`src/wb_periph_pkg.sv`:
```
// Shared bus widths, address map, reset hold time and enum types for the peripheral bus

package wb_periph_pkg;

   // ========================================================================
   // Bus widths
   // ========================================================================
   localparam int DATA_W = 16;
   localparam int SEL_W  = 2;
   localparam int ADR_W  = 32;

   // ========================================================================
   // Address map
   // ========================================================================
   // GPIO window is 4 KB
   localparam logic [ADR_W-1:0] GPIO_BASE      = 32'h0000_0000;
   localparam int               GPIO_SPAN_BITS = 12;
   // RAM window is 1024 words of 16 bits
   localparam logic [ADR_W-1:0] EBR_BASE       = 32'h0000_4000;
   localparam int               EBR_DEPTH_BITS = 10;
   localparam int               SLV_ADR_W      = EBR_DEPTH_BITS;

   // Board IO and constants
   localparam int                LED_W             = 14;
   localparam int                SW_W              = 8;
   localparam logic [DATA_W-1:0] GPIO_ID_VALUE     = 16'hEC30;
   localparam int                RESET_HOLD_CYCLES = 128;

   // Decode target of one access
   typedef enum logic [1:0] {SLV_GPIO, SLV_EBR, SLV_NONE} slave_e;

   // GPIO word offsets
   typedef enum logic [SLV_ADR_W-1:0] {
      REG_ID      = 0,
      REG_SCRATCH = 1,
      REG_SWITCH  = 2,
      REG_LED     = 3
   } gpio_reg_e;

endpackage
```
`src/wb_slave_if.sv`:
```
// One decoded slave access from the address decoder and the slave's response

`timescale 1ns/1ps

interface wb_slave_if;

   // Request, driven by the decoder
   logic [wb_periph_pkg::SLV_ADR_W-1:0] adr;
   logic [wb_periph_pkg::DATA_W-1:0]    dat_w;
   logic [wb_periph_pkg::SEL_W-1:0]     sel;
   logic                                we;
   logic                                stb;

   // Response, driven by the slave
   logic [wb_periph_pkg::DATA_W-1:0]    dat_r;
   logic                                ack;

   modport decoder (output adr, dat_w, sel, we, stb, input dat_r, ack);

   modport slave (input adr, dat_w, sel, we, stb, output dat_r, ack);

endinterface

```
`src/wb_slave_decode.sv`:
```
// Address decoder that routes one bus master to the GPIO and RAM slaves and merges the response

`timescale 1ns/1ps

module wb_slave_decode (
   input  logic                                clk_125,
   input  logic                                rstn,
   input  logic [wb_periph_pkg::ADR_W-1:0]     wb_adr_i,
   input  logic [wb_periph_pkg::DATA_W-1:0]    wb_dat_i,
   input  logic [wb_periph_pkg::SEL_W-1:0]     wb_sel_i,
   input  logic                                wb_we_i,
   input  logic                                wb_cyc_i,
   input  logic                                wb_stb_i,
   output logic [wb_periph_pkg::DATA_W-1:0]    wb_dat_o,
   output logic                                wb_ack_o,
   wb_slave_if.decoder                         gpio_if,
   wb_slave_if.decoder                         ebr_if
);

   wb_periph_pkg::slave_e slv_sel;
   logic                  bus_req;
   logic                  none_ack;

   assign bus_req = wb_cyc_i & wb_stb_i;

   // ========================================================================
   // Window compare on the byte address
   // ========================================================================
   always_comb begin
      if (wb_adr_i[wb_periph_pkg::ADR_W-1:wb_periph_pkg::GPIO_SPAN_BITS] ==
          wb_periph_pkg::GPIO_BASE[wb_periph_pkg::ADR_W-1:wb_periph_pkg::GPIO_SPAN_BITS]) begin
         slv_sel = wb_periph_pkg::SLV_GPIO;
      end else if (wb_adr_i[wb_periph_pkg::ADR_W-1:wb_periph_pkg::EBR_DEPTH_BITS+1] ==
                   wb_periph_pkg::EBR_BASE[wb_periph_pkg::ADR_W-1:wb_periph_pkg::EBR_DEPTH_BITS+1]
                  ) begin
         // RAM window spans two bytes per word
         slv_sel = wb_periph_pkg::SLV_EBR;
      end else begin
         slv_sel = wb_periph_pkg::SLV_NONE;
      end
   end

   // Request fan-out, only stb is gated per slave
   assign gpio_if.adr   = wb_adr_i[wb_periph_pkg::SLV_ADR_W:1];
   assign gpio_if.dat_w = wb_dat_i;
   assign gpio_if.sel   = wb_sel_i;
   assign gpio_if.we    = wb_we_i;
   assign gpio_if.stb   = bus_req && (slv_sel == wb_periph_pkg::SLV_GPIO);

   assign ebr_if.adr    = wb_adr_i[wb_periph_pkg::SLV_ADR_W:1];
   assign ebr_if.dat_w  = wb_dat_i;
   assign ebr_if.sel    = wb_sel_i;
   assign ebr_if.we     = wb_we_i;
   assign ebr_if.stb    = bus_req && (slv_sel == wb_periph_pkg::SLV_EBR);

   // Unmapped addresses get their own ack so the master never hangs
   always_ff @(posedge clk_125 or negedge rstn) begin
      if (!rstn) begin
         none_ack <= 1'b0;
      end else begin
         none_ack <= bus_req && (slv_sel == wb_periph_pkg::SLV_NONE) && !none_ack;
      end
   end

   // ========================================================================
   // Response merge
   // ========================================================================
   assign wb_ack_o = gpio_if.ack | ebr_if.ack | none_ack;

   always_comb begin
      case (slv_sel)
         wb_periph_pkg::SLV_GPIO: wb_dat_o = gpio_if.dat_r;
         wb_periph_pkg::SLV_EBR:  wb_dat_o = ebr_if.dat_r;
         default:                 wb_dat_o = '0;
      endcase
   end

endmodule

```
`src/flat_wrapper.sv`:
```
// flat-port wrapper written by rule: the top's interface ports become plain ports
module wb_slave_decode_flat 
  (clk_125, rstn, wb_adr_i, wb_dat_i, wb_sel_i, wb_we_i, wb_cyc_i, wb_stb_i, wb_dat_o, wb_ack_o, gpio_if_adr, gpio_if_dat_w, gpio_if_sel, gpio_if_we, gpio_if_stb, gpio_if_dat_r, gpio_if_ack, ebr_if_adr, ebr_if_dat_w, ebr_if_sel, ebr_if_we, ebr_if_stb, ebr_if_dat_r, ebr_if_ack);
  wb_slave_if gpio_if_i ();
  wb_slave_if ebr_if_i ();
  input  logic clk_125;
  input  logic rstn;
  input  logic [wb_periph_pkg::ADR_W-1:0] wb_adr_i;
  input  logic [wb_periph_pkg::DATA_W-1:0] wb_dat_i;
  input  logic [wb_periph_pkg::SEL_W-1:0] wb_sel_i;
  input  logic wb_we_i;
  input  logic wb_cyc_i;
  input  logic wb_stb_i;
  output logic [wb_periph_pkg::DATA_W-1:0] wb_dat_o;
  output logic wb_ack_o;
  output wire logic [$bits(gpio_if_i.adr)-1:0] gpio_if_adr;
  output wire logic [$bits(gpio_if_i.dat_w)-1:0] gpio_if_dat_w;
  output wire logic [$bits(gpio_if_i.sel)-1:0] gpio_if_sel;
  output wire logic [$bits(gpio_if_i.we)-1:0] gpio_if_we;
  output wire logic [$bits(gpio_if_i.stb)-1:0] gpio_if_stb;
  input wire logic [$bits(gpio_if_i.dat_r)-1:0] gpio_if_dat_r;
  input wire logic [$bits(gpio_if_i.ack)-1:0] gpio_if_ack;
  output wire logic [$bits(ebr_if_i.adr)-1:0] ebr_if_adr;
  output wire logic [$bits(ebr_if_i.dat_w)-1:0] ebr_if_dat_w;
  output wire logic [$bits(ebr_if_i.sel)-1:0] ebr_if_sel;
  output wire logic [$bits(ebr_if_i.we)-1:0] ebr_if_we;
  output wire logic [$bits(ebr_if_i.stb)-1:0] ebr_if_stb;
  input wire logic [$bits(ebr_if_i.dat_r)-1:0] ebr_if_dat_r;
  input wire logic [$bits(ebr_if_i.ack)-1:0] ebr_if_ack;
  assign gpio_if_adr = gpio_if_i.adr;
  assign gpio_if_dat_w = gpio_if_i.dat_w;
  assign gpio_if_sel = gpio_if_i.sel;
  assign gpio_if_we = gpio_if_i.we;
  assign gpio_if_stb = gpio_if_i.stb;
  assign gpio_if_i.dat_r = gpio_if_dat_r;
  assign gpio_if_i.ack = gpio_if_ack;
  assign ebr_if_adr = ebr_if_i.adr;
  assign ebr_if_dat_w = ebr_if_i.dat_w;
  assign ebr_if_sel = ebr_if_i.sel;
  assign ebr_if_we = ebr_if_i.we;
  assign ebr_if_stb = ebr_if_i.stb;
  assign ebr_if_i.dat_r = ebr_if_dat_r;
  assign ebr_if_i.ack = ebr_if_ack;
  wb_slave_decode u_core (.clk_125(clk_125), .rstn(rstn), .wb_adr_i(wb_adr_i), .wb_dat_i(wb_dat_i), .wb_sel_i(wb_sel_i), .wb_we_i(wb_we_i), .wb_cyc_i(wb_cyc_i), .wb_stb_i(wb_stb_i), .wb_dat_o(wb_dat_o), .wb_ack_o(wb_ack_o), .gpio_if(gpio_if_i), .ebr_if(ebr_if_i));
endmodule
```
`config.mk`:
```
export PLATFORM = sky130hd
export DESIGN_NAME = wb_slave_decode_flat
export DESIGN_NICKNAME = d
export VERILOG_FILES = /design/src/wb_periph_pkg.sv /design/src/wb_slave_if.sv /design/src/wb_slave_decode.sv /design/src/flat_wrapper.sv
export SDC_FILE = /design/constraint.sdc
export NUM_CORES = 1
export LEC_CHECK = 0
export ABC_CLOCK_PERIOD_IN_PS = 2000
export BUFFER_PORTS_ARGS = -buffer_cell sky130_fd_sc_hd__buf_2
export CORE_AREA = 2 2 64 66
export CTS_CLUSTER_SIZE = 30
export DETAILED_ROUTE_END_ITERATION = 10
export DIE_AREA = 0 0 66 68
export PLACE_DENSITY = 0.74
export SLEW_MARGIN = 20
export SYNTH_ARGS = -nofsm -noshare
export SYNTH_HDL_FRONTEND = slang
export SYNTH_SLANG_ARGS = --single-unit
```
`constraint.sdc`:
```
create_clock -name clk_125 -period 2 [get_ports clk_125]
set_clock_uncertainty 0.2 [all_clocks]
set_input_delay 0.1 -clock clk_125 [delete_from_list [all_inputs] [get_ports clk_125]]
set_output_delay 0.1 -clock clk_125 [all_outputs]
set_load 0.02 [all_outputs]
```
==> metrics.yaml <==
placement:
  placed_area_um2: 872
  gp_congestion: 0.621
  port_buffers: 77
  place_ws_ps: 301
  dp_hpwl_um: 2020
die:
  rows: 23
  chipWidth_um: 66
  placeableCoreArea_um2: 3860
  io_pins: 166
  die_h_um: 68
  die_area_um2: 4490
  start_util_pct: 22.5
clock_tree:
  post_cts_resized: 0
  clock_latency_ps: 0
  postCtsSetupBuffers: 0
  cts_hold_buf: 1
layout:
  nets: 224
  regArea_um2: 25.0
  diodes: 0
  multi_input_area_um2: 365
  syn2layout_area_growth_pct: 1.58
  top_register: "u_core.none_ack"
  final_area_um2: 882
  n_fill_cell: 448
  drive_gt1_share_pct: 71.4
  reg_top3: "u_core.none_ack: 1 flops"
  largest_register_ffs: 1
synthesis:
  ys.warnings.count: 0
  syn_inst: 114
  synth.avg_cell_area_um2: 7.62
  synthesis.nets: 203
  ys_types: 21
  synth-seq-area-share_pct: 2.88
  netlist_area_um2: 868
  ys_ff_latch: 1
pwr:
  ir_worst_vdd_v: 0.0000546
  power_mw: 0.128
  power_density_nw_per_um2: 145
  leakage_nw: 0.430
flow_run:
  drv_cap: 0
sta:
  tightest_slew_ps: 530
  period_minus_slack_ps: 1650
  maxSlewHeadroom_pct: 64.6
  setup_slack_ps: 346
  finalSetupTns_ps: 0
  rsz0062_at_grt: "false"
  drv_slew: 0
  whs_ps: 0.0113
  timing.final.crit_share_pct: 82.7
  finalHoldViolCount: 0
  max_freq_ghz: 0.605
  setup-violations-final: 0
route:
  wl_um: 2400
  drt-pass1-iter-count: 4
  antenna_left: 0
  drc_errors: 0
  vias: 828
  routed_via_density: 4.52
  wl_per_cell_um: 13.1
  dr.first_iter.drc_count: 23
global_route:
  grt.overflow.total: 0
  grt_pass1_vias: 682
  grt_max_degree: 17
  grt_pass1_wl_um: 3240
  groute.usage.overall_pct: 9.19
  antenna_found_initial: 0
worst_setup_path:
  start_kind: "input pin"
  critPathRequiredTime_ps: 1700
  critical_path_class: "in2out"
  worstPathArrival_ps: 1350
  crit_fanout: 11
  end_kind: "primary output"
outcome:
  status: "finished, final reports clean"
min_path:
  hold_path_class: "in2out"
## path summary, 6_finish.rpt
kind	startpoint	end	slack, ps	cells past startpoint
setup / recovery	wb_adr_i[30]	wb_dat_o[1]	350	6
hold / removal	wb_dat_i[12]	ebr_if_dat_w[12]	0.01	0
setup reg to reg	u_core.none_ack	u_core.none_ack	1130	2
hold reg to reg	u_core.none_ack	u_core.none_ack	310	2
max in group asynchronous	rstn	u_core.none_ack	1290	2
min in group asynchronous	rstn	u_core.none_ack	220	2
## power by group
| group | switching [mW] | leakage (nW) | total, mW | internal (mW) |
|---|---|---|---|---|
| Combinational | 0.0441 | 0.417 | 0.106 | 0.0614 |
| Clock | 0 | 0 | 0 | 0 |
| Sequential | 0.000475 | 0.0131 | 0.0222 | 0.0217 |
## per-layer routing
metal  share of wire, %  vias up  GRT usage [%]
met4                6.0        0           5.36
met5                  0        -              0
met2                 49       62           17.6
met1                 32      360           9.20
li1                   -      382              -
met3                 13       24           1.97
## cell usage after synthesis
master	instances	share of area (%)
nand2_2	1	0.72
inv_1	1	0.43
buf_4	59	51
clkbuf_2	1	0.58
and2_1	1	0.72
dfrtp_1	1	2.9
nand2_1	2	0.86
nor4_2	2	2.9
clkbuf_1	1	0.43
or3_1	1	0.72
nand3_2	1	1.2
nor4_1	3	2.2
o31a_1	1	1.0
nor2_1	1	0.43
nor3_1	8	4.6
nor2b_1	1	0.72
a22oi_1	15	13
nor3_2	10	12
nand3_1	1	0.58
a2bb2oi_1	1	1.0
buf_6	2	2.6
## critical path, cell delays in order
cell	delay, ps
buf_2	100
nor4_2	290
nand3_2	240
buf_4	260
nor3_1	170
buf_2	190
## cells in the final DEF (no fill, tap or decap)
master         synthesis  layout
a22oi_1               15      15
a2bb2oi_1              1       1
and2_1                 1       1
buf_2                  0      77
buf_4                 59       4
dfrtp_1                1       1
dlygate4sd3_1          0       1
inv_1                  1       1
nand2_1                2       2
nand2_2                1       1
nand3_1                1       1
nand3_2                1       1
nor2_1                 1       1
nor2b_1                1       1
nor3_1                 8       8
nor3_2                10      10
nor4_1                 3       3
nor4_2                 2       2
o31a_1                 1       1
or3_1                  1       1
## final cells by class
| type | count | area share [%] |
|---|---|---|
| repair buffers | 82 | 48.2 |
| multi-input cells | 49 | 41.4 |
| well taps | 50 | 7.09 |
| flip-flops and latches | 1 | 2.84 |
| inverters | 1 | 0.426 |
## cells by family (layout without fill, tap and decap cells)
kind of cell | after synthesis | in the layout | synth area share (%)
AOI/OAI and AO/OA | 17 | 17 | 15.0
buffers and inverters | 64 | 83 | 55.0
DFF | 1 | 1 | 2.88
and+or+nand+nor | 32 | 32 | 27.1
## metrics by stage
stage	util, %	instances
finish	22.9	183
global route	22.9	183
global placement	22.6	182
floorplan	-	114
CTS	22.9	183
detailed placement	22.6	182
(Power assumes the default switching activity.)
