File: config.mk
export PLATFORM = sky130hd
export DESIGN_NAME = core_reset_gen
export DESIGN_NICKNAME = d
export VERILOG_FILES = /design/src/wb_periph_pkg.sv /design/src/core_reset_gen.sv
export SDC_FILE = /design/constraint.sdc
export NUM_CORES = 1
export LEC_CHECK = 0
export BUFFER_PORTS_ARGS = -buffer_cell sky130_fd_sc_hd__buf_2
export CAP_MARGIN = 20
export CORE_AREA = 2 2 39 41
export CTS_CLUSTER_DIAMETER = 60
export CTS_CLUSTER_SIZE = 12
export DETAILED_ROUTE_END_ITERATION = 12
export DIE_AREA = 0 0 41 43
export PLACE_DENSITY = 0.5
export SLEW_MARGIN = 0
export SYNTH_ARGS = -nofsm -noshare
export SYNTH_HDL_FRONTEND = slang
export SYNTH_SLANG_ARGS = --single-unit
File: constraint.sdc
create_clock -name clk_125 -period 1.6 [get_ports clk_125]
set_input_delay 0.32 -clock clk_125 [delete_from_list [all_inputs] [get_ports clk_125]]
set_output_delay 0.32 -clock clk_125 [all_outputs]
set_load 0.005 [all_outputs]
File: src/wb_periph_pkg.sv
// Shared bus widths, address map, reset hold time and enum types for the peripheral bus

package wb_periph_pkg;

   // ========================================================================
   // Bus widths
   // ========================================================================
   localparam int DATA_W = 16;
   localparam int SEL_W  = 2;
   localparam int ADR_W  = 32;

   // ========================================================================
   // Address map
   // ========================================================================
   // GPIO window is 4 KB
   localparam logic [ADR_W-1:0] GPIO_BASE      = 32'h0000_0000;
   localparam int               GPIO_SPAN_BITS = 12;
   // RAM window is 1024 words of 16 bits
   localparam logic [ADR_W-1:0] EBR_BASE       = 32'h0000_4000;
   localparam int               EBR_DEPTH_BITS = 10;
   localparam int               SLV_ADR_W      = EBR_DEPTH_BITS;

   // Board IO and constants
   localparam int                LED_W             = 14;
   localparam int                SW_W              = 8;
   localparam logic [DATA_W-1:0] GPIO_ID_VALUE     = 16'hEC30;
   localparam int                RESET_HOLD_CYCLES = 128;

   // Decode target of one access
   typedef enum logic [1:0] {SLV_GPIO, SLV_EBR, SLV_NONE} slave_e;

   // GPIO word offsets
   typedef enum logic [SLV_ADR_W-1:0] {
      REG_ID      = 0,
      REG_SCRATCH = 1,
      REG_SWITCH  = 2,
      REG_LED     = 3
   } gpio_reg_e;

endpackage
File: src/core_reset_gen.sv
// Stretches the external reset so the core reset stays active for a fixed hold time

`timescale 1ns/1ps

module core_reset_gen (
   input  logic clk_125,
   input  logic rstn,
   output logic core_rst_n_o
);

   logic [$clog2(wb_periph_pkg::RESET_HOLD_CYCLES + 1)-1:0] hold_cnt;

   // Count clocks after rstn rises, then release and freeze
   always_ff @(posedge clk_125 or negedge rstn) begin
      if (!rstn) begin
         hold_cnt     <= '0;
         core_rst_n_o <= 1'b0;
      end else begin
         if (hold_cnt == wb_periph_pkg::RESET_HOLD_CYCLES) begin
            core_rst_n_o <= 1'b1;
         end else begin
            hold_cnt <= hold_cnt + 1'b1;
         end
      end
   end

endmodule

==> results of run 1 <==
power groups by stage:
stage          clock network (W)        logic, W  registers [W]
2_1_floorplan                  0  0.000000000105       0.000232
3_3_place_gp                   0      0.00000525       0.000232
3_5_place_dp                   0      0.00000544       0.000232
4_1_cts                 0.000176      0.00000744       0.000227
5_1_grt                 0.000189      0.00000824       0.000227
6_report                0.000174      0.00000717       0.000227
worst paths after layout:
path,end,slack [ns],from,cells after the start
max,hold_cnt[1],0.29,hold_cnt[0],4
min,hold_cnt[2],0.45,rstn,2
max reg2reg,hold_cnt[1],0.29,hold_cnt[0],4
min reg2reg,core_rst_n_o,0.47,core_rst_n_o,1
max in group asynchronous,hold_cnt[5],0.97,rstn,2
min in group clk_125,core_rst_n_o,0.47,core_rst_n_o,1
layout make-up:
type,instances,area (um2)
timing repair buffer,3,20.02
fill,131,900.9
multi-input combinational,23,183.9
inverter,2,7.507
sequential,9,225.2
clock buffer,4,26.28
tap,16,20.02
timing repair:
action	4_1_cts	5_1_grt
endpoints found under the hold margin	9	0
resized for setup	0	0
hold buffers	1	0
cells in the mapped netlist:
cell type / n / share of area (%)
nand2_1: 1 / 0.90
inv_1: 2 / 1.8
and2_2: 1 / 1.8
and3_2: 1 / 1.8
xnor2_1: 4 / 8.4
ha_1: 2 / 6.0
nor2_1: 2 / 1.8
nor3_2: 1 / 2.4
or2b_1: 1 / 1.8
dfrtp_1: 9 / 54
nand4_2: 1 / 3.0
xor2_1: 3 / 6.3
nor4_1: 1 / 1.5
nand3_1: 4 / 4.8
mux2_4: 1 / 3.6
per-layer routing:
| metal | track usage, % | vias to the layer above |
|---|---|---|
| met4 | 4.000 | 0 |
| li1 | - | 126 |
| met3 | 1.571 | 2 |
| met2 | 16.25 | 3 |
| met5 | 0 | - |
| met1 | 11.11 | 144 |
state kept, by name (all words and copies together), names as in the netlist:
name	count
hold_cnt	8
core_rst_n_o	1
cell families (layout without fill, tap and decap cells):
logic type / count (synthesis) / count (layout) / share of synthesized area [%]
DFF: 9 / 9 / 54.06
xor gates and xnor gates: 7 / 7 / 14.72
and+or+nand+nor: 13 / 13 / 19.82
muxes: 1 / 1 / 3.603
adders and majority gates: 2 / 2 / 6.005
buffers and inverters: 2 / 9 / 1.802
metrics by stage:
step	util [%]	hold WS (ns)
floorplan	-	0.02441
global placement	32.28	0.1765
detailed placement	32.28	0.1801
CTS	34.90	0.4573
global route	34.90	0.4767
finish	34.90	0.4472
worst register-to-register path, cell delays in order (launching register included):
cell	delay, ns
dfrtp_1	0.42
inv_1	0.13
ha_1	0.17
nand4_2	0.14
mux2_4	0.33
==> flow_summary.ini, run 1 <==
[clocking]
cts_tree = built
cts_max_level = 1
path_clk_slew_ns = 0.06
cts_buffer_depth = 2
insertion_delay_ns = 0.25
root_buffer = clkbuf_4
cts_buffers = 3
post-cts-setup-buffers = 0
clkSinkCount = 9

[sta]
worst_pin_slew_ns = 0.2816
finalHoldViolCount = 0
tns_ns = 0
post-route-period-util_pct = 81.84
min_period_ns = 1.309
slew-limit-headroom_pct = 81.06
skew_ns = 0.003357
fmax_ghz = 0.7637
setup_slack_ns = 0.2906
slew_viol_final = 0
grt_setup_unrepaired = false
setup_violations = 0

[route]
antenna_left = 0
dr.pass1.iters = 4
drt_iter0_markers = 7
routed-wl-met2_um = 379
drt_wl_total_um = 709
via_per_inst = 4.825
met1_length_um = 303
wl_met3_um = 22
detail_route.wl_per_cell_um = 12.44
highest_layer = met4
drc = 0
vias = 275

[power_and_ir_drop]
p_leak_nw = 0.2451
powerDensity_nw_per_um2 = 846.6
p_sw_w = 0.00008291
pwr-share-clk_pct = 42.6
switching_share_pct = 20.28
seqPwrFrac_pct = 55.6
finalPower_w = 0.0004089
peakVddDrop_v = 0.0004009
combPwrFrac_pct = 1.8
power.internal_w = 0.0003259

[finish]
final_cell_area_um2 = 483.0
final_common_cell = dfrtp_1
drive_gt1_share_pct = 24.39
final_cell_mix = dfrtp_1 (9), nand3_1 (4), xnor2_1 (4)
instances_no_fill = 57
area_growth_pct = 15.92
nNetsFinal = 46
n_antenna_cell = 0

[placement]
dp.cells = 52
place_congestion = 0.6937
placed_area_um2 = 446.7
io_buffers = 2
hpwl_um = 526.6
place_ws_ns = 0.3063

[synthesis]
ys_ff_latch = 9
synth_area_um2 = 416.7
yosysWarnings = 0
syn-mean-instance-area_um2 = 12.25
synth.distinct_cells = 15
synthCells = 34
synthesis.nets = 38
synth-seq-area-share_pct = 54.05

[worst_setup_path]
cp_data_required_time_ns = 1.74
cp_data_arrival_time_ns = 1.45
crit_path_start_kind = flip-flop
critPathTopFamily = flip-flops
cp_max_fo = 4
crit_type = reg -> reg
path_cells = inv_1, ha_1, nand4_2, mux2_4
crit_buf_inv = 1
slowest_delay_ns = 0.42
slowest_stage = dfrtp_1
endpoint_kind = flip-flop

[global_route]
antenna_found_initial = 0
grt_max_degree = 10
grt_pass1_wl_um = 1124
grt_usage_pct = 9.572
grt-ovfl-total = 0
grt_pass1_vias = 280

[outcome]
outcome = completed

[die]
core_um2 = 1384
core.rowCount = 14
dieHeight_um = 43
die_x_um = 41
dieArea_um2 = 1763
initial_core_util_pct = 30.11
pin_count = 3

[hold_path]
hp-class = in -> async

[job]
max_cap_viol_count = 0
Power figures use the tool's default switching activity.
==> run 2: changes to the inputs <==
- PLACE_DENSITY: 0.5 -> 0.52
- clock period: 1.6 -> 1.1 ns (I/O delays scaled with it)
==> run 2 against run 1 <==
  * The flow now finishes with violations (setup timing)
  * Sequential share of layout area decreased by 13 points
  * Global-route usage up 3.3 points
  * Sequential cell count unchanged
  * Critical path type unchanged
  * Largest cell class is now multi-input combinational cells
  * Fmax up 8.8%
  * Core utilization grew 14 points
  * Clock skew is 0.0010 ns higher
  * Power up 45%
  * Clock power increased by 45%
  * Final area is 39% higher
==> flow_summary.ini, run 2 (same netlist as run 1, synthesis figures left out) <==
[outcome]
outcome = finished, violations left
violations = setup timing

[finish]
instances_no_fill = 74
drive_gt1_share_pct = 62.07
final_common_cell = buf_4
regMostFlops = hold_cnt
largest_reg_flops = 8
top_regs = hold_cnt x8, core_rst_n_o x1
num-fill-cells = 131
nNetsFinal = 63
area_growth_pct = 61.26
final_cell_mix = buf_4 (16), dfrtp_1 (8), xnor2_1 (4)
n_antenna_cell = 0

[sta]
grt_setup_unrepaired = true
setup_slack_ns = -0.1031
worst_pin_slew_ns = 0.2391
min_period_ns = 1.203
skew_ns = 0.004365
setup_violations = 6
post-route-period-util_pct = 109.4
slew-limit-headroom_pct = 83.93
slew_viol_final = 0
tns_ns = -0.3264
fmax_ghz = 0.8312
finalHoldViolCount = 0

[worst_setup_path]
crit_buf_inv = 1
critPathTopFamily = flip-flops
path_cells = inv_2, ha_4, nand4_4, mux2_4
crit_type = reg -> reg
cp_data_arrival_time_ns = 1.35
slowest_delay_ns = 0.43
slowest_stage = dfrtp_2
endpoint_kind = flip-flop
cp_max_fo = 4
crit_path_start_kind = flip-flop
path_depth = 4
cp_data_required_time_ns = 1.24
r2r_cells = 4

[placement]
dp.cells = 63
io_buffers = 2
place_ws_ns = -0.1117
hpwl_um = 564.4
place_congestion = 0.7136

[route]
drt_wl_total_um = 954
vias = 330
drt_iter0_markers = 21
dr.pass1.iters = 3
routed-wl-met2_um = 551
via_per_inst = 4.459
wl_met3_um = 22
antenna_left = 0
met1_length_um = 369
highest_layer = met4
drc = 0
detail_route.wl_per_cell_um = 12.89

[job]
max_cap_viol_count = 0

[global_route]
grt_usage_pct = 12.83
grt_pass1_wl_um = 1428
grt-ovfl-total = 0
grt_pass1_vias = 349
antenna_found_initial = 0
grt_max_degree = 10

[clocking]
insertion_delay_ns = 0.26
clkSinkCount = 9
cts_buffer_depth = 2
cts_max_level = 1
root_buffer = clkbuf_4
cts_buffers = 3
path_clk_slew_ns = 0.06
cts_tree = built

[die]
core.rowCount = 14
dieArea_um2 = 1763
dieHeight_um = 43
initial_core_util_pct = 30.11
core_um2 = 1384
pin_count = 3
die_x_um = 41

[hold_path]
hp-class = in -> async

[power_and_ir_drop]
p_leak_nw = 0.3282
powerDensity_nw_per_um2 = 885.2
peakVddDrop_v = 0.0004686
[run 2: cell types whose count changed in the layout (fill, tap and decap cells not counted), sizes merged]
cell  previous run  this run
buf              2        19
[run 2: what timing repair did]
action	in CTS	in global routing
endpoints found under the setup margin	6	6
hold buffers	1	0
pin swaps	1	0
buffers inserted	3	3
gates resized for setup	2	7
hold endpoints to repair	9	0
[run 2: per-layer routing]
| metal | up-vias | GRT usage [%] |
|---|---|---|
| li1 | 160 | - |
| met1 | 164 | 14.81 |
| met2 | 4 | 19.06 |
| met3 | 2 | 3.141 |
| met4 | 0 | 10.00 |
| met5 | - | 0 |
[run 2: power breakdown]
group          internal, W  switching, W   total, W
combinational   0.00000362    0.00000682  0.0000104
sequential        0.000331             0   0.000331
clock             0.000140      0.000114   0.000253
[run 2: layout make-up]
type | instances | area, um2 | area share [%]
repair buffers | 20 | 151.4 | 22.53
inverters | 2 | 7.507 | 1.117
flip-flops and latches | 9 | 226.5 | 33.71
well taps | 16 | 20.02 | 2.980
clock buffers | 4 | 26.28 | 3.911
multi-input cells | 23 | 240.2 | 35.75
[run 2: final timing paths]
check | start | end | slack (ns)
max in group asynchronous | rstn | hold_cnt[1] | 0.56
worst max-delay path | hold_cnt[1] | hold_cnt[1] | -0.10
worst min register to register | core_rst_n_o | core_rst_n_o | 0.46
min in group clk_125 | core_rst_n_o | core_rst_n_o | 0.46
worst min-delay path | rstn | hold_cnt[2] | 0.34
worst max register to register | hold_cnt[1] | hold_cnt[1] | -0.10
[run 2: per-stage QoR]
step / util (%) / power, W / hold slack [ns] / cell area [um2]
after floorplan: - / 0.0003372 / -0.07559 / 437.9
after global placement: 39.78 / 0.0003451 / 0.08056 / 550.5
after global routing: 48.55 / 0.0006248 / 0.3516 / 671.9
after CTS: 44.85 / 0.0006057 / 0.3441 / 620.6
after detailed placement: 39.78 / 0.0003452 / 0.08259 / 550.5
final: 48.55 / 0.0005948 / 0.3422 / 671.9
==> run 3: changes to the inputs <==
- ABC_CLOCK_PERIOD_IN_PS: default -> 1350
- PLACE_DENSITY: 0.52 -> 0.5
- clock period: 1.1 -> 1.35 ns (I/O delays scaled with it)
==> run 3 against run 2 <==
  * The flow now finishes without violations
  * Core utilization down 12 points
  * Count of clock-buffer cells in the layout unchanged
  * Largest cell class is now registers
  * Cell count down 22%
  * Non-clock buffer count down 16
  * Critical path type unchanged
  * Via count down 21%
==> flow_summary.ini, run 3 (same netlist as run 1, synthesis figures left out) <==
[finish]
top_regs = hold_cnt x8, core_rst_n_o x1
nNetsFinal = 47
drive_gt1_share_pct = 26.19
final_cell_mix = dfrtp_1 (9), nand3_1 (4), xnor2_1 (4)
area_growth_pct = 19.82
utilization_pct = 36.08
n_antenna_cell = 0
final_common_cell = dfrtp_1
largest_reg_flops = 8
regMostFlops = hold_cnt

[clocking]
post-cts-setup-buffers = 0
cts_max_level = 1
insertion_delay_ns = 0.26
cts_tree = built
cts_buffers = 3
cts_buffer_depth = 2
clkSinkCount = 9
root_buffer = clkbuf_4
path_clk_slew_ns = 0.06

[global_route]
grt_pass1_vias = 294
grt_pass1_wl_um = 1228
antenna_found_initial = 0
grt_usage_pct = 10.77
grt-ovfl-total = 0
grt_max_degree = 10

[hold_path]
hp-class = in -> async

[sta]
min_period_ns = 1.254
skew_ns = 0.003026
post-route-period-util_pct = 92.91
tns_ns = 0
slew_viol_final = 0
worst_pin_slew_ns = 0.3280
setup_slack_ns = 0.09578
fmax_ghz = 0.7973
slew-limit-headroom_pct = 77.94
finalHoldViolCount = 0
setup_violations = 0
grt_setup_unrepaired = false

[route]
drt_iter0_markers = 3
vias = 260
dr.pass1.iters = 4
detail_route.wl_per_cell_um = 11.40
drc = 0
antenna_left = 0
via_per_inst = 4.483
drt_wl_total_um = 661

[die]
core.rowCount = 14
die_x_um = 41
pin_count = 3
core_um2 = 1384
dieHeight_um = 43
dieArea_um2 = 1763
initial_core_util_pct = 30.11

[worst_setup_path]
critPathTopFamily = flip-flops
r2r_cells = 4
crit_buf_inv = 1
r2r_setup_slack_ns = 0.1
cp_data_arrival_time_ns = 1.40
cp_data_required_time_ns = 1.50
path_cells = inv_1, ha_1, nand4_4, mux2_4
crit_path_start_kind = flip-flop
r2r_end = hold_cnt[1]
endpoint_kind = flip-flop
r2r-start = hold_cnt[1]
slowest_stage = dfrtp_1
slowest_delay_ns = 0.43
crit_type = reg -> reg
cp_max_fo = 5

[outcome]
outcome = completed

[placement]
hpwl_um = 507.4
io_buffers = 2
place_ws_ns = 0.09217
place_congestion = 0.8532

[power_and_ir_drop]
seqPwrFrac_pct = 55.9
p_leak_nw = 0.2496
p_sw_w = 0.00009648
peakVddDrop_v = 0.0004743
finalPower_w = 0.0004829
switching_share_pct = 19.98
powerDensity_nw_per_um2 = 967.3
combPwrFrac_pct = 1.7
pwr-share-clk_pct = 42.5
power.internal_w = 0.0003864

[job]
max_cap_viol_count = 0
## run 3: cell types whose count changed in the layout (fill, tap and decap cells not counted), sizes merged
| cell | change |
|---|---|
| buf | -16 |
## run 3: per-stage QoR
step | instance area, um2 | hold slack, ns | instances
floorplan | 416.7 | -0.02559 | 34
global placement | 454.2 | 0.1273 | 53
detailed placement | 454.2 | 0.1314 | 53
CTS | 490.5 | 0.3998 | 58
global route | 499.2 | 0.4134 | 58
finish | 499.2 | 0.3862 | 58
## run 3: routing by layer
| metal | global-route usage, % | wire length, um | share of wire (%) |
|---|---|---|---|
| met2 | 14.06 | 298 | 45 |
| met4 | 8.000 | 21 | 3.2 |
| met5 | 0 | 0 | 0 |
| met3 | 3.141 | 33 | 5.0 |
| met1 | 14.38 | 309 | 47 |
## run 3: worst max-delay path by stage
stage / cells past startpoint / start / slack [ns] / to
after floorplan: 4 / hold_cnt[0] / 0.16 / hold_cnt[1]
after global placement: 4 / hold_cnt[1] / 0.10 / hold_cnt[1]
after detailed placement: 4 / hold_cnt[1] / 0.09 / hold_cnt[1]
after CTS: 4 / hold_cnt[1] / 0.08 / hold_cnt[1]
after global routing: 4 / hold_cnt[1] / 0.0009 / hold_cnt[1]
final: 4 / hold_cnt[1] / 0.1 / hold_cnt[1]
## run 3: power by group through the flow
stage | Combinational, W | Sequential [W] | Clock, W
6_report | 0.00000813 | 0.000270 | 0.000205
5_1_grt | 0.0000100 | 0.000269 | 0.000231
4_1_cts | 0.00000885 | 0.000270 | 0.000211
3_5_place_dp | 0.00000652 | 0.000275 | 0
3_3_place_gp | 0.00000627 | 0.000275 | 0
2_1_floorplan | 0.000000000105 | 0.000275 | 0
## run 3: final cells by class
| class | count | area, um2 |
|---|---|---|
| flip-flops and latches | 9 | 225.2 |
| multi-input cells | 23 | 192.7 |
| repair buffers | 4 | 27.53 |
| clock buffers | 4 | 26.28 |
| inverters | 2 | 7.507 |
| fillers | 132 | 884.6 |
| well taps | 16 | 20.02 |
## run 3: repair_timing
action | in CTS | in global routing
endpoints found under the hold margin | 9 | 0
gates resized for setup | 0 | 1
hold buffers | 1 | 0
endpoints found under the setup margin | 0 | 1
