### src/wb_periph_pkg.sv
// Shared bus widths, address map, reset hold time and enum types for the peripheral bus

package wb_periph_pkg;

   // ========================================================================
   // Bus widths
   // ========================================================================
   localparam int DATA_W = 16;
   localparam int SEL_W  = 2;
   localparam int ADR_W  = 32;

   // ========================================================================
   // Address map
   // ========================================================================
   // GPIO window is 4 KB
   localparam logic [ADR_W-1:0] GPIO_BASE      = 32'h0000_0000;
   localparam int               GPIO_SPAN_BITS = 12;
   // RAM window is 1024 words of 16 bits
   localparam logic [ADR_W-1:0] EBR_BASE       = 32'h0000_4000;
   localparam int               EBR_DEPTH_BITS = 10;
   localparam int               SLV_ADR_W      = EBR_DEPTH_BITS;

   // Board IO and constants
   localparam int                LED_W             = 14;
   localparam int                SW_W              = 8;
   localparam logic [DATA_W-1:0] GPIO_ID_VALUE     = 16'hEC30;
   localparam int                RESET_HOLD_CYCLES = 128;

   // Decode target of one access
   typedef enum logic [1:0] {SLV_GPIO, SLV_EBR, SLV_NONE} slave_e;

   // GPIO word offsets
   typedef enum logic [SLV_ADR_W-1:0] {
      REG_ID      = 0,
      REG_SCRATCH = 1,
      REG_SWITCH  = 2,
      REG_LED     = 3
   } gpio_reg_e;

endpackage
### src/wb_slave_if.sv
// One decoded slave access from the address decoder and the slave's response

`timescale 1ns/1ps

interface wb_slave_if;

   // Request, driven by the decoder
   logic [wb_periph_pkg::SLV_ADR_W-1:0] adr;
   logic [wb_periph_pkg::DATA_W-1:0]    dat_w;
   logic [wb_periph_pkg::SEL_W-1:0]     sel;
   logic                                we;
   logic                                stb;

   // Response, driven by the slave
   logic [wb_periph_pkg::DATA_W-1:0]    dat_r;
   logic                                ack;

   modport decoder (output adr, dat_w, sel, we, stb, input dat_r, ack);

   modport slave (input adr, dat_w, sel, we, stb, output dat_r, ack);

endinterface

### src/gpio_regs.sv
// GPIO register block with ID, scratch, switch input and LED output registers

`timescale 1ns/1ps

module gpio_regs (
   input  logic                             clk_125,
   input  logic                             rstn,
   wb_slave_if.slave                        bus,
   input  logic [wb_periph_pkg::SW_W-1:0]   dip_switch_i,
   output logic [wb_periph_pkg::LED_W-1:0]  led_n_o
);

   wb_periph_pkg::gpio_reg_e         reg_sel;
   logic [wb_periph_pkg::DATA_W-1:0] scratch_q;
   logic [wb_periph_pkg::LED_W-1:0]  led_q;
   logic [wb_periph_pkg::DATA_W-1:0] rd_data;
   logic                             wr_en;

   assign reg_sel = wb_periph_pkg::gpio_reg_e'(bus.adr);
   // Write once, in the cycle before ack
   assign wr_en   = bus.stb && bus.we && !bus.ack;

   // Read mux, unknown offsets read zero
   always_comb begin
      case (reg_sel)
         wb_periph_pkg::REG_ID:      rd_data = wb_periph_pkg::GPIO_ID_VALUE;
         wb_periph_pkg::REG_SCRATCH: rd_data = scratch_q;
         wb_periph_pkg::REG_SWITCH:
            rd_data = {{(wb_periph_pkg::DATA_W - wb_periph_pkg::SW_W){1'b0}}, dip_switch_i};
         wb_periph_pkg::REG_LED:
            rd_data = {{(wb_periph_pkg::DATA_W - wb_periph_pkg::LED_W){1'b0}}, led_q};
         default:                    rd_data = '0;
      endcase
   end

   // ========================================================================
   // Register writes and bus response
   // ========================================================================
   always_ff @(posedge clk_125 or negedge rstn) begin
      if (!rstn) begin
         scratch_q <= '0;
         led_q     <= '0;
         bus.ack   <= 1'b0;
         bus.dat_r <= '0;
      end else begin
         bus.ack <= bus.stb && !bus.ack;
         if (bus.stb && !bus.ack) begin
            bus.dat_r <= rd_data;
         end
         if (wr_en && (reg_sel == wb_periph_pkg::REG_SCRATCH)) begin
            if (bus.sel[0]) scratch_q[7:0]  <= bus.dat_w[7:0];
            if (bus.sel[1]) scratch_q[15:8] <= bus.dat_w[15:8];
         end
         if (wr_en && (reg_sel == wb_periph_pkg::REG_LED)) begin
            // Upper lane only holds the top LED bits
            if (bus.sel[0]) led_q[7:0] <= bus.dat_w[7:0];
            if (bus.sel[1]) led_q[wb_periph_pkg::LED_W-1:8] <= bus.dat_w[wb_periph_pkg::LED_W-1:8];
         end
      end
   end

   // LEDs are active low on the board
   assign led_n_o = ~led_q;

endmodule

### src/flat_wrapper.sv
// flat-port wrapper written by rule: the top's interface ports become plain ports
module gpio_regs_flat 
  (clk_125, rstn, dip_switch_i, led_n_o, bus_adr, bus_dat_w, bus_sel, bus_we, bus_stb, bus_dat_r, bus_ack);
  wb_slave_if bus_i ();
  input  logic clk_125;
  input  logic rstn;
  input  logic [wb_periph_pkg::SW_W-1:0] dip_switch_i;
  output logic [wb_periph_pkg::LED_W-1:0] led_n_o;
  input wire logic [$bits(bus_i.adr)-1:0] bus_adr;
  input wire logic [$bits(bus_i.dat_w)-1:0] bus_dat_w;
  input wire logic [$bits(bus_i.sel)-1:0] bus_sel;
  input wire logic [$bits(bus_i.we)-1:0] bus_we;
  input wire logic [$bits(bus_i.stb)-1:0] bus_stb;
  output wire logic [$bits(bus_i.dat_r)-1:0] bus_dat_r;
  output wire logic [$bits(bus_i.ack)-1:0] bus_ack;
  assign bus_i.adr = bus_adr;
  assign bus_i.dat_w = bus_dat_w;
  assign bus_i.sel = bus_sel;
  assign bus_i.we = bus_we;
  assign bus_i.stb = bus_stb;
  assign bus_dat_r = bus_i.dat_r;
  assign bus_ack = bus_i.ack;
  gpio_regs u_core (.clk_125(clk_125), .rstn(rstn), .bus(bus_i), .dip_switch_i(dip_switch_i), .led_n_o(led_n_o));
endmodule
### config.mk
export PLATFORM = sky130hd
export DESIGN_NAME = gpio_regs_flat
export DESIGN_NICKNAME = d
export VERILOG_FILES = /design/src/wb_periph_pkg.sv /design/src/wb_slave_if.sv /design/src/gpio_regs.sv /design/src/flat_wrapper.sv
export SDC_FILE = /design/constraint.sdc
export NUM_CORES = 1
export LEC_CHECK = 0
export BUFFER_PORTS_ARGS = -buffer_cell sky130_fd_sc_hd__buf_2
export CAP_MARGIN = 20
export CORE_MARGIN = 2
export CORE_UTILIZATION = 45
export CTS_CLUSTER_SIZE = 16
export DETAILED_ROUTE_END_ITERATION = 16
export PLACE_DENSITY = 0.83
export SYNTH_ARGS = -nofsm -noshare
export SYNTH_HDL_FRONTEND = slang
export SYNTH_SLANG_ARGS = --single-unit
### constraint.sdc
create_clock -name clk_125 -period 1.4 [get_ports clk_125]
set_input_delay 0.07 -clock clk_125 [delete_from_list [all_inputs] [get_ports clk_125]]
set_output_delay 0.07 -clock clk_125 [all_outputs]
set_load 0.01 [all_outputs]
==> results of run 1 <==
power by group through the flow:
stage | combinational [W] | sequential (W) | clock (W)
after floorplan | 0.0000723 | 0.00139 | 0
after CTS | 0.000227 | 0.00137 | 0.00117
after global placement | 0.000218 | 0.00139 | 0
final | 0.000226 | 0.00137 | 0.00116
after global routing | 0.000248 | 0.00137 | 0.00124
after detailed placement | 0.000222 | 0.00139 | 0
logic make-up after synthesis:
| family | after synthesis | synth area share [%] |
|---|---|---|
| and+or+nand+nor | 57 | 15.97 |
| DFF | 47 | 54.97 |
| muxes | 32 | 16.72 |
| buffers and inverters | 24 | 4.210 |
| AOI/OAI and AO/OA | 22 | 8.128 |
flip-flops by register name, indices dropped and copies added (netlist names):
name and count:
u_core.scratch_q 16, u_core.led_q 14, u_core.bus.dat_r 16, u_core.bus.ack 1
layer usage:
metal | GRT usage [%] | wire [um] | up-vias
li1 | - | - | 839
met1 | 26.56 | 2203 | 871
met2 | 33.54 | 2680 | 66
met3 | 4.558 | 254 | 9
met4 | 6.379 | 78 | 0
met5 | 0 | 0 | -
final cells by class:
class	instances	area [um^2]	share of cell area (%)
Tap cell	54	67.56	2.369
Sequential cell	47	1176	41.25
Multi-Input combinational cell	111	878.3	30.80
Inverter	15	56.30	1.975
Clock inverter	2	60.06	2.106
Timing Repair Buffer	91	540.5	18.96
Clock buffer	6	72.57	2.545
worst reg2reg max path: cells and delay by family (launching register included):
family / cells / cell delay (ns)
flip-flops: 1 / 0.40
buffers and inverters: 1 / 0.19
AND/OR/NAND/NOR: 2 / 0.39
multiplexers: 1 / 0.28
what timing repair did:
item / CTS / global route
gates resized for setup: 0 / 5
setup endpoints to repair: 0 / 21
hold endpoints to repair: 19 / 0
hold buffers: 2 / 0
worst min-delay path by stage:
stage | startpoint | end | slack, ns
after detailed placement | rstn | u_core.led_q[12] | 0.05
after global placement | rstn | u_core.led_q[12] | 0.04
after floorplan | rstn | u_core.bus.ack | -0.23
final | bus_dat_w[3] | u_core.scratch_q[3] | 0.007
after global routing | bus_dat_w[15] | u_core.scratch_q[15] | 0.001
after CTS | bus_dat_w[3] | u_core.scratch_q[3] | 0.005
through the flow:
step / area, um^2 / instances / worst slack (ns) / util [%] / hold slack (ns)
5_1_grt: 2851 / 326 / -0.008582 / 61.18 / 0.0009515
3_5_place_dp: 2679 / 316 / -0.002814 / 57.48 / 0.05202
3_3_place_gp: 2679 / 316 / 0.04420 / 57.48 / 0.04187
6_report: 2851 / 326 / 0.01679 / 61.18 / 0.006919
2_1_floorplan: 2140 / 182 / -0.06193 / - / -0.2256
4_1_cts: 2831 / 326 / 0.01480 / 60.75 / 0.004947
cell usage in the layout, fill, tap and decap left out, types with 2 or more instances in the layout:
cell | synthesis | layout
a221oi_1 | 6 | 6
nor4_4 | 2 | 2
a21boi_0 | 3 | 3
nor2_1 | 5 | 5
nand4_1 | 16 | 16
nand2_1 | 17 | 17
mux2i_1 | 2 | 2
and4b_1 | 3 | 3
a22oi_1 | 6 | 6
o31ai_1 | 6 | 6
mux2_2 | 30 | 30
nand2b_1 | 2 | 2
inv_1 | 15 | 15
dfrtp_1 | 47 | 47
buf_2 | 0 | 70
buf_6 | 0 | 4
dlygate4sd3_1 | 0 | 2
bufinv_16 | 0 | 2
clkbuf_8 | 0 | 5
buf_4 | 0 | 14
and2_1 | 3 | 3
nand3_1 | 4 | 3
nor2b_1 | 4 | 4
==> results_dict.tcl, run 1 <==
set metrics [dict create \
    slew_viol_final 0 \
    clkLatencyLatePin_ns 0.30 \
    htreeDepth 2 \
    hold_violations 0 \
    synthTopCellsByCount "dfrtp_1, mux2_2, nand2_1" \
    cts_setup_buffers 0 \
    grt_overflow 0 \
    clock_path_buffers 2 \
    cp_num_buf_inv 1 \
    post-synth-top-count-cell "dfrtp_1" \
    clk_pin_slew_worst_paths_ns 0.09 \
    period_minus_slack_ns 1.383 \
    netlist_instances 182 \
    drc 0 \
    grt_pass1_vias 1683 \
    crit_cells 4 \
    relSlewSlack_pct 68.17 \
    vias 1785 \
    critPathTopFamily "flip-flops" \
    core_um2 4661 \
    max_freq_mhz 723.0 \
    cpPeakStageDelay_ns 0.40 \
    r2r_slack_ns 0.02 \
    ys_ff_latch 47 \
    criticalPathCategory "flip-flop to flip-flop" \
    critPathCapture "u_core.led_q[1]" \
    worstPathRequired_ns 1.58 \
    pwr-share-seq_pct 49.7 \
    cts_tree "yes" \
    n_antenna_cell 0 \
    grt_antenna_before_repair 0 \
    synth-edff-count 0 \
    synth_top_cell_area_share_pct 54.97 \
    synth-async-reset-ratio_pct 100.0 \
    row_count 25 \
    grt_max_degree 30 \
    fin_tns_setup_ns 0 \
    status "completed" \
    ir_drop_mv 0.4555 \
    hpwl_um 3845 \
    synthTopCellsByArea "dfrtp_1, mux2_2, nand4_1" \
    endpoint_kind "flip-flop" \
    vias_per_cell 5.475 \
    synth_area_um2 2140 \
    holdCritPathClass "primary input to flip-flop" \
    p_total_w 0.002747 \
    min_delay_path_depth 2 \
    clkPwrFrac_pct 42.1 \
    avgSynthCellArea_um2 11.76 \
    combPwrFrac_pct 8.2 \
    wire_per_inst_um 16.00 \
    leakage_nw 1.478 \
    fp.dieArea_um2 5322 \
    r2r_start "u_core.bus.ack" \
    critPathMaxFanout 8 \
    io_buffer_count 70 \
    period_share_pct 98.80 \
    r2r_cells 4 \
    setup_viol 0 \
    drtPass1Iterations 4 \
    syn-num-nets 222 \
    nFillCells 373 \
    worst_pin_slew_ns 0.4775 \
    cp.arrival_ns 1.56 \
    clockRootBuffer "clkbuf_8" \
    reg2reg_to "u_core.led_q[1]" \
    fin_nets 311 \
    die_h_um 72.96 \
    wl_um 5217 \
    area_growth_pct 33.27 \
    initial_core_util_pct 45.91 \
    gp_congestion 0.8470 \
    fin_skew_ns 0.01079 \
    internal-power_w 0.002175 \
    cp_cell_sequence "and4b_1 > nand4_1 > buf_6 > mux2_2" \
    drtIter0Drc 179 \
    cts.sink_count 47 \
    crit_start "u_core.bus.ack" \
    synth_top_area_cell "dfrtp_1" \
    grtUsageTotal_pct 20.25 \
    layout-drive-gt1-share_pct 47.43 \
    ys_seq_area_share_pct 54.97 \
    ant_nets 0 \
    yosys_warnings 0 \
    synth_cell_types 20 \
    power.switching_w 0.0005717 \
    die_x_um 72.96 \
    ys.flop_type "dfrtp_1" \
    worst_setup_path_start_kind "flip-flop" \
    critPathSlowestCell "dfrtp_1" \
    rsz0062_at_grt "true" \
    cts_buffers 5 \
    max_cap_viol_count 0 \
    grt_first_pass_wirelength_um 8031 \
    power_density_nw_per_um2 963.3 \
    swShare_pct 20.81 \
    pin_count 71 \
]
Note: power is estimated with default switching activity, not from simulation.
==> run 2: changes to the inputs <==
--- a/config.mk
+++ b/config.mk
@@ -5,13 +5,14 @@
 export SDC_FILE = /design/constraint.sdc
 export NUM_CORES = 1
 export LEC_CHECK = 0
+export ABC_AREA = 1
 export BUFFER_PORTS_ARGS = -buffer_cell sky130_fd_sc_hd__buf_2
 export CAP_MARGIN = 20
 export CORE_MARGIN = 2
 export CORE_UTILIZATION = 45
 export CTS_CLUSTER_SIZE = 16
 export DETAILED_ROUTE_END_ITERATION = 16
-export PLACE_DENSITY = 0.83
+export PLACE_DENSITY = 0.82
 export SYNTH_ARGS = -nofsm -noshare
 export SYNTH_HDL_FRONTEND = slang
 export SYNTH_SLANG_ARGS = --single-unit
==> run 2 against run 1 <==
Wire length is 0.17% lower. Critical path depth rose by 1. Count of clock-buffer cells in the layout stayed put. Largest power group unchanged. Clock skew is 0.0060 ns lower. Die area increased by 12%. Largest cell class unchanged. Final area up 6.5%. Sequential power is essentially flat. Cell count rose by 28%. Worst setup slack better by 0.089 ns. Highest routed layer unchanged. Synthesized cell count is 46% higher.
==> results_dict.tcl, run 2 <==
set metrics [dict create \
    final_common_cell "nand2_1" \
    clock_path_buffers 2 \
    largest_registers "u_core.bus.dat_r (16), u_core.scratch_q (16), u_core.led_q (14)" \
    grt_max_degree 27 \
    max_freq_mhz 772.7 \
    worst_setup_path_start_kind "flip-flop" \
    wire_per_inst_um 12.49 \
    pwr-share-seq_pct 52.7 \
    io_buffer_count 70 \
    cts.sink_count 47 \
    endpoint_kind "flip-flop" \
    hold_violations 0 \
    worstPathRequired_ns 1.60 \
    ys_ff_latch 47 \
    grt_antenna_before_repair 0 \
    hpwl_um 3841 \
    swShare_pct 22.50 \
    relSlewSlack_pct 62.88 \
    grt_first_pass_wirelength_um 8590 \
    layout-drive-gt1-share_pct 40.35 \
    synth_top_cell_area_share_pct 48.91 \
    netlist_instances 265 \
    initial_core_util_pct 46.79 \
    fin_tns_setup_ns 0 \
    synth_area_um2 2405 \
    clockRootBuffer "clkbuf_8" \
    p_total_w 0.002595 \
    ys.flop_type "dfrtp_1" \
    cts_tree "yes" \
    critPathMaxFanout 12 \
    status "completed" \
    pin_count 71 \
    internal-power_w 0.002011 \
    yosys_warnings 0 \
    vias 1999 \
    wl_um 5208 \
    setup_viol 0 \
    max_cap_viol_count 0 \
    worst_pin_slew_ns 0.5548 \
    ys_seq_area_share_pct 48.91 \
    fin_skew_ns 0.004799 \
    fin_nets 386 \
    drc 0 \
    period_minus_slack_ns 1.294 \
    synth_cell_types 20 \
    final_core_util_pct 59.10 \
    synth-async-reset-ratio_pct 100.0 \
    fp.dieArea_um2 5944 \
    drtPass1Iterations 4 \
    leakage_nw 1.629 \
    core_um2 5140 \
    combPwrFrac_pct 7.9 \
    power.switching_w 0.0005838 \
    cts_resized 0 \
    rsz0062_at_grt "false" \
    die_h_um 77.10 \
    synth_top_area_cell "dfrtp_1" \
    synthTopCellsByArea "dfrtp_1, nand2_1, o21ai_2" \
    cp.arrival_ns 1.49 \
    clkLatencyLatePin_ns 0.30 \
    slew_viol_final 0 \
    ant_nets 0 \
    grtUsageTotal_pct 18.42 \
    criticalPathCategory "flip-flop to flip-flop" \
    die_x_um 77.10 \
    power_density_nw_per_um2 854.1 \
    cts_buffers 5 \
    vias_per_cell 4.794 \
    holdCritPathClass "primary input to flip-flop" \
    synth-edff-count 0 \
    synthTopCellsByCount "nand2_1, dfrtp_1, nand3_1" \
    postPlaceCellArea_um2 2843 \
    clkPwrFrac_pct 39.5 \
    gp_congestion 0.8786 \
    period_share_pct 92.44 \
    grt_pass1_vias 1825 \
    n_antenna_cell 0 \
    ir_drop_mv 0.4820 \
    drtIter0Drc 136 \
    avgSynthCellArea_um2 9.075 \
    post-synth-top-count-cell "nand2_1" \
    syn-num-nets 305 \
    clk_pin_slew_worst_paths_ns 0.08 \
    htreeDepth 2 \
    stdcell_area_um2 3038 \
    layout_common_cells "nand2_1, buf_2, dfrtp_1" \
    hold_slack_ns 0.005252 \
    area_growth_pct 26.33 \
    grt_overflow 0 \
    row_count 26 \
]
[run 2: changes by cell type after synthesis, sizes merged, moves of 8 or more]
cell / change
clkbuf: -8
nand3: +33
buf: +9
nand4: -12
nand2: +64
mux2: -30
o21ai: +35
inv: +20
[run 2: layout make-up]
cell class | instances | area, um^2
clock inverter | 2 | 35.03
inverter | 35 | 133.9
sequential | 47 | 1176
tap | 70 | 87.58
timing repair buffer | 84 | 520.5
multi-input combinational | 173 | 1002
clock buffer | 6 | 82.58
fill | 449 | 2102
[run 2: through the flow]
step,instances,worst slack (ns)
after CTS,413,0.01912
final,417,0.1059
after global placement,404,0.08091
after floorplan,265,0.08938
after detailed placement,404,0.03864
after global routing,417,0.03934
[run 2: power by group through the flow]
stage | Sequential [W] | Combinational (W) | Clock [W]
6_report | 0.00137 | 0.000204 | 0.00102
3_3_place_gp | 0.00139 | 0.000201 | 0
2_1_floorplan | 0.00139 | 0.0000812 | 0
3_5_place_dp | 0.00139 | 0.000205 | 0
5_1_grt | 0.00137 | 0.000229 | 0.00110
4_1_cts | 0.00137 | 0.000207 | 0.00103
[run 2: worst paths after layout]
kind	start	to	slack (ns)	cells after the start
max	u_core.bus.ack	u_core.led_q[10]	0.11	5
min in group asynchronous	rstn	u_core.led_q[2]	0.30	2
min reg2reg	u_core.bus.dat_r[14]	u_core.bus.dat_r[14]	0.48	2
max in group asynchronous	rstn	u_core.led_q[12]	0.60	3
max reg2reg	u_core.bus.ack	u_core.led_q[10]	0.11	5
min	bus_dat_w[14]	u_core.scratch_q[14]	0.005	3
[run 2: timing repair]
action | CTS | global route
hold buffers | 1 | 0
endpoints found under the hold margin | 21 | 0
setup endpoints to repair | 0 | 20
setup buffers | 0 | 4
[run 2: cells by family (layout without fill, tap and decap cells)]
group	count (synthesis)	in the layout	share of synthesized area [%]
and+or+nand+nor	132	132	27.84
DFF	47	47	48.91
buffers and inverters	45	127	9.417
AOI/OAI and AO/OA	41	41	13.84
[run 2: worst max-delay path, stage by stage (launching register included)]
cell and delay, ns:
dfrtp_1 0.45, nor2_4 0.24, nand4_2 0.19, buf_12 0.19, nand2_1 0.07, o21ai_2 0.05
[run 2: routing by layer]
| layer | global-route usage [%] | vias to the layer above | routed length (um) | part of all wire, % |
|---|---|---|---|---|
| li1 | - | 1020 | - | - |
| met1 | 24.29 | 890 | 2272 | 44 |
| met2 | 28.60 | 78 | 2426 | 47 |
| met3 | 5.412 | 11 | 381 | 7.3 |
| met4 | 7.321 | 0 | 127 | 2.4 |
| met5 | 0 | - | 0 | 0 |
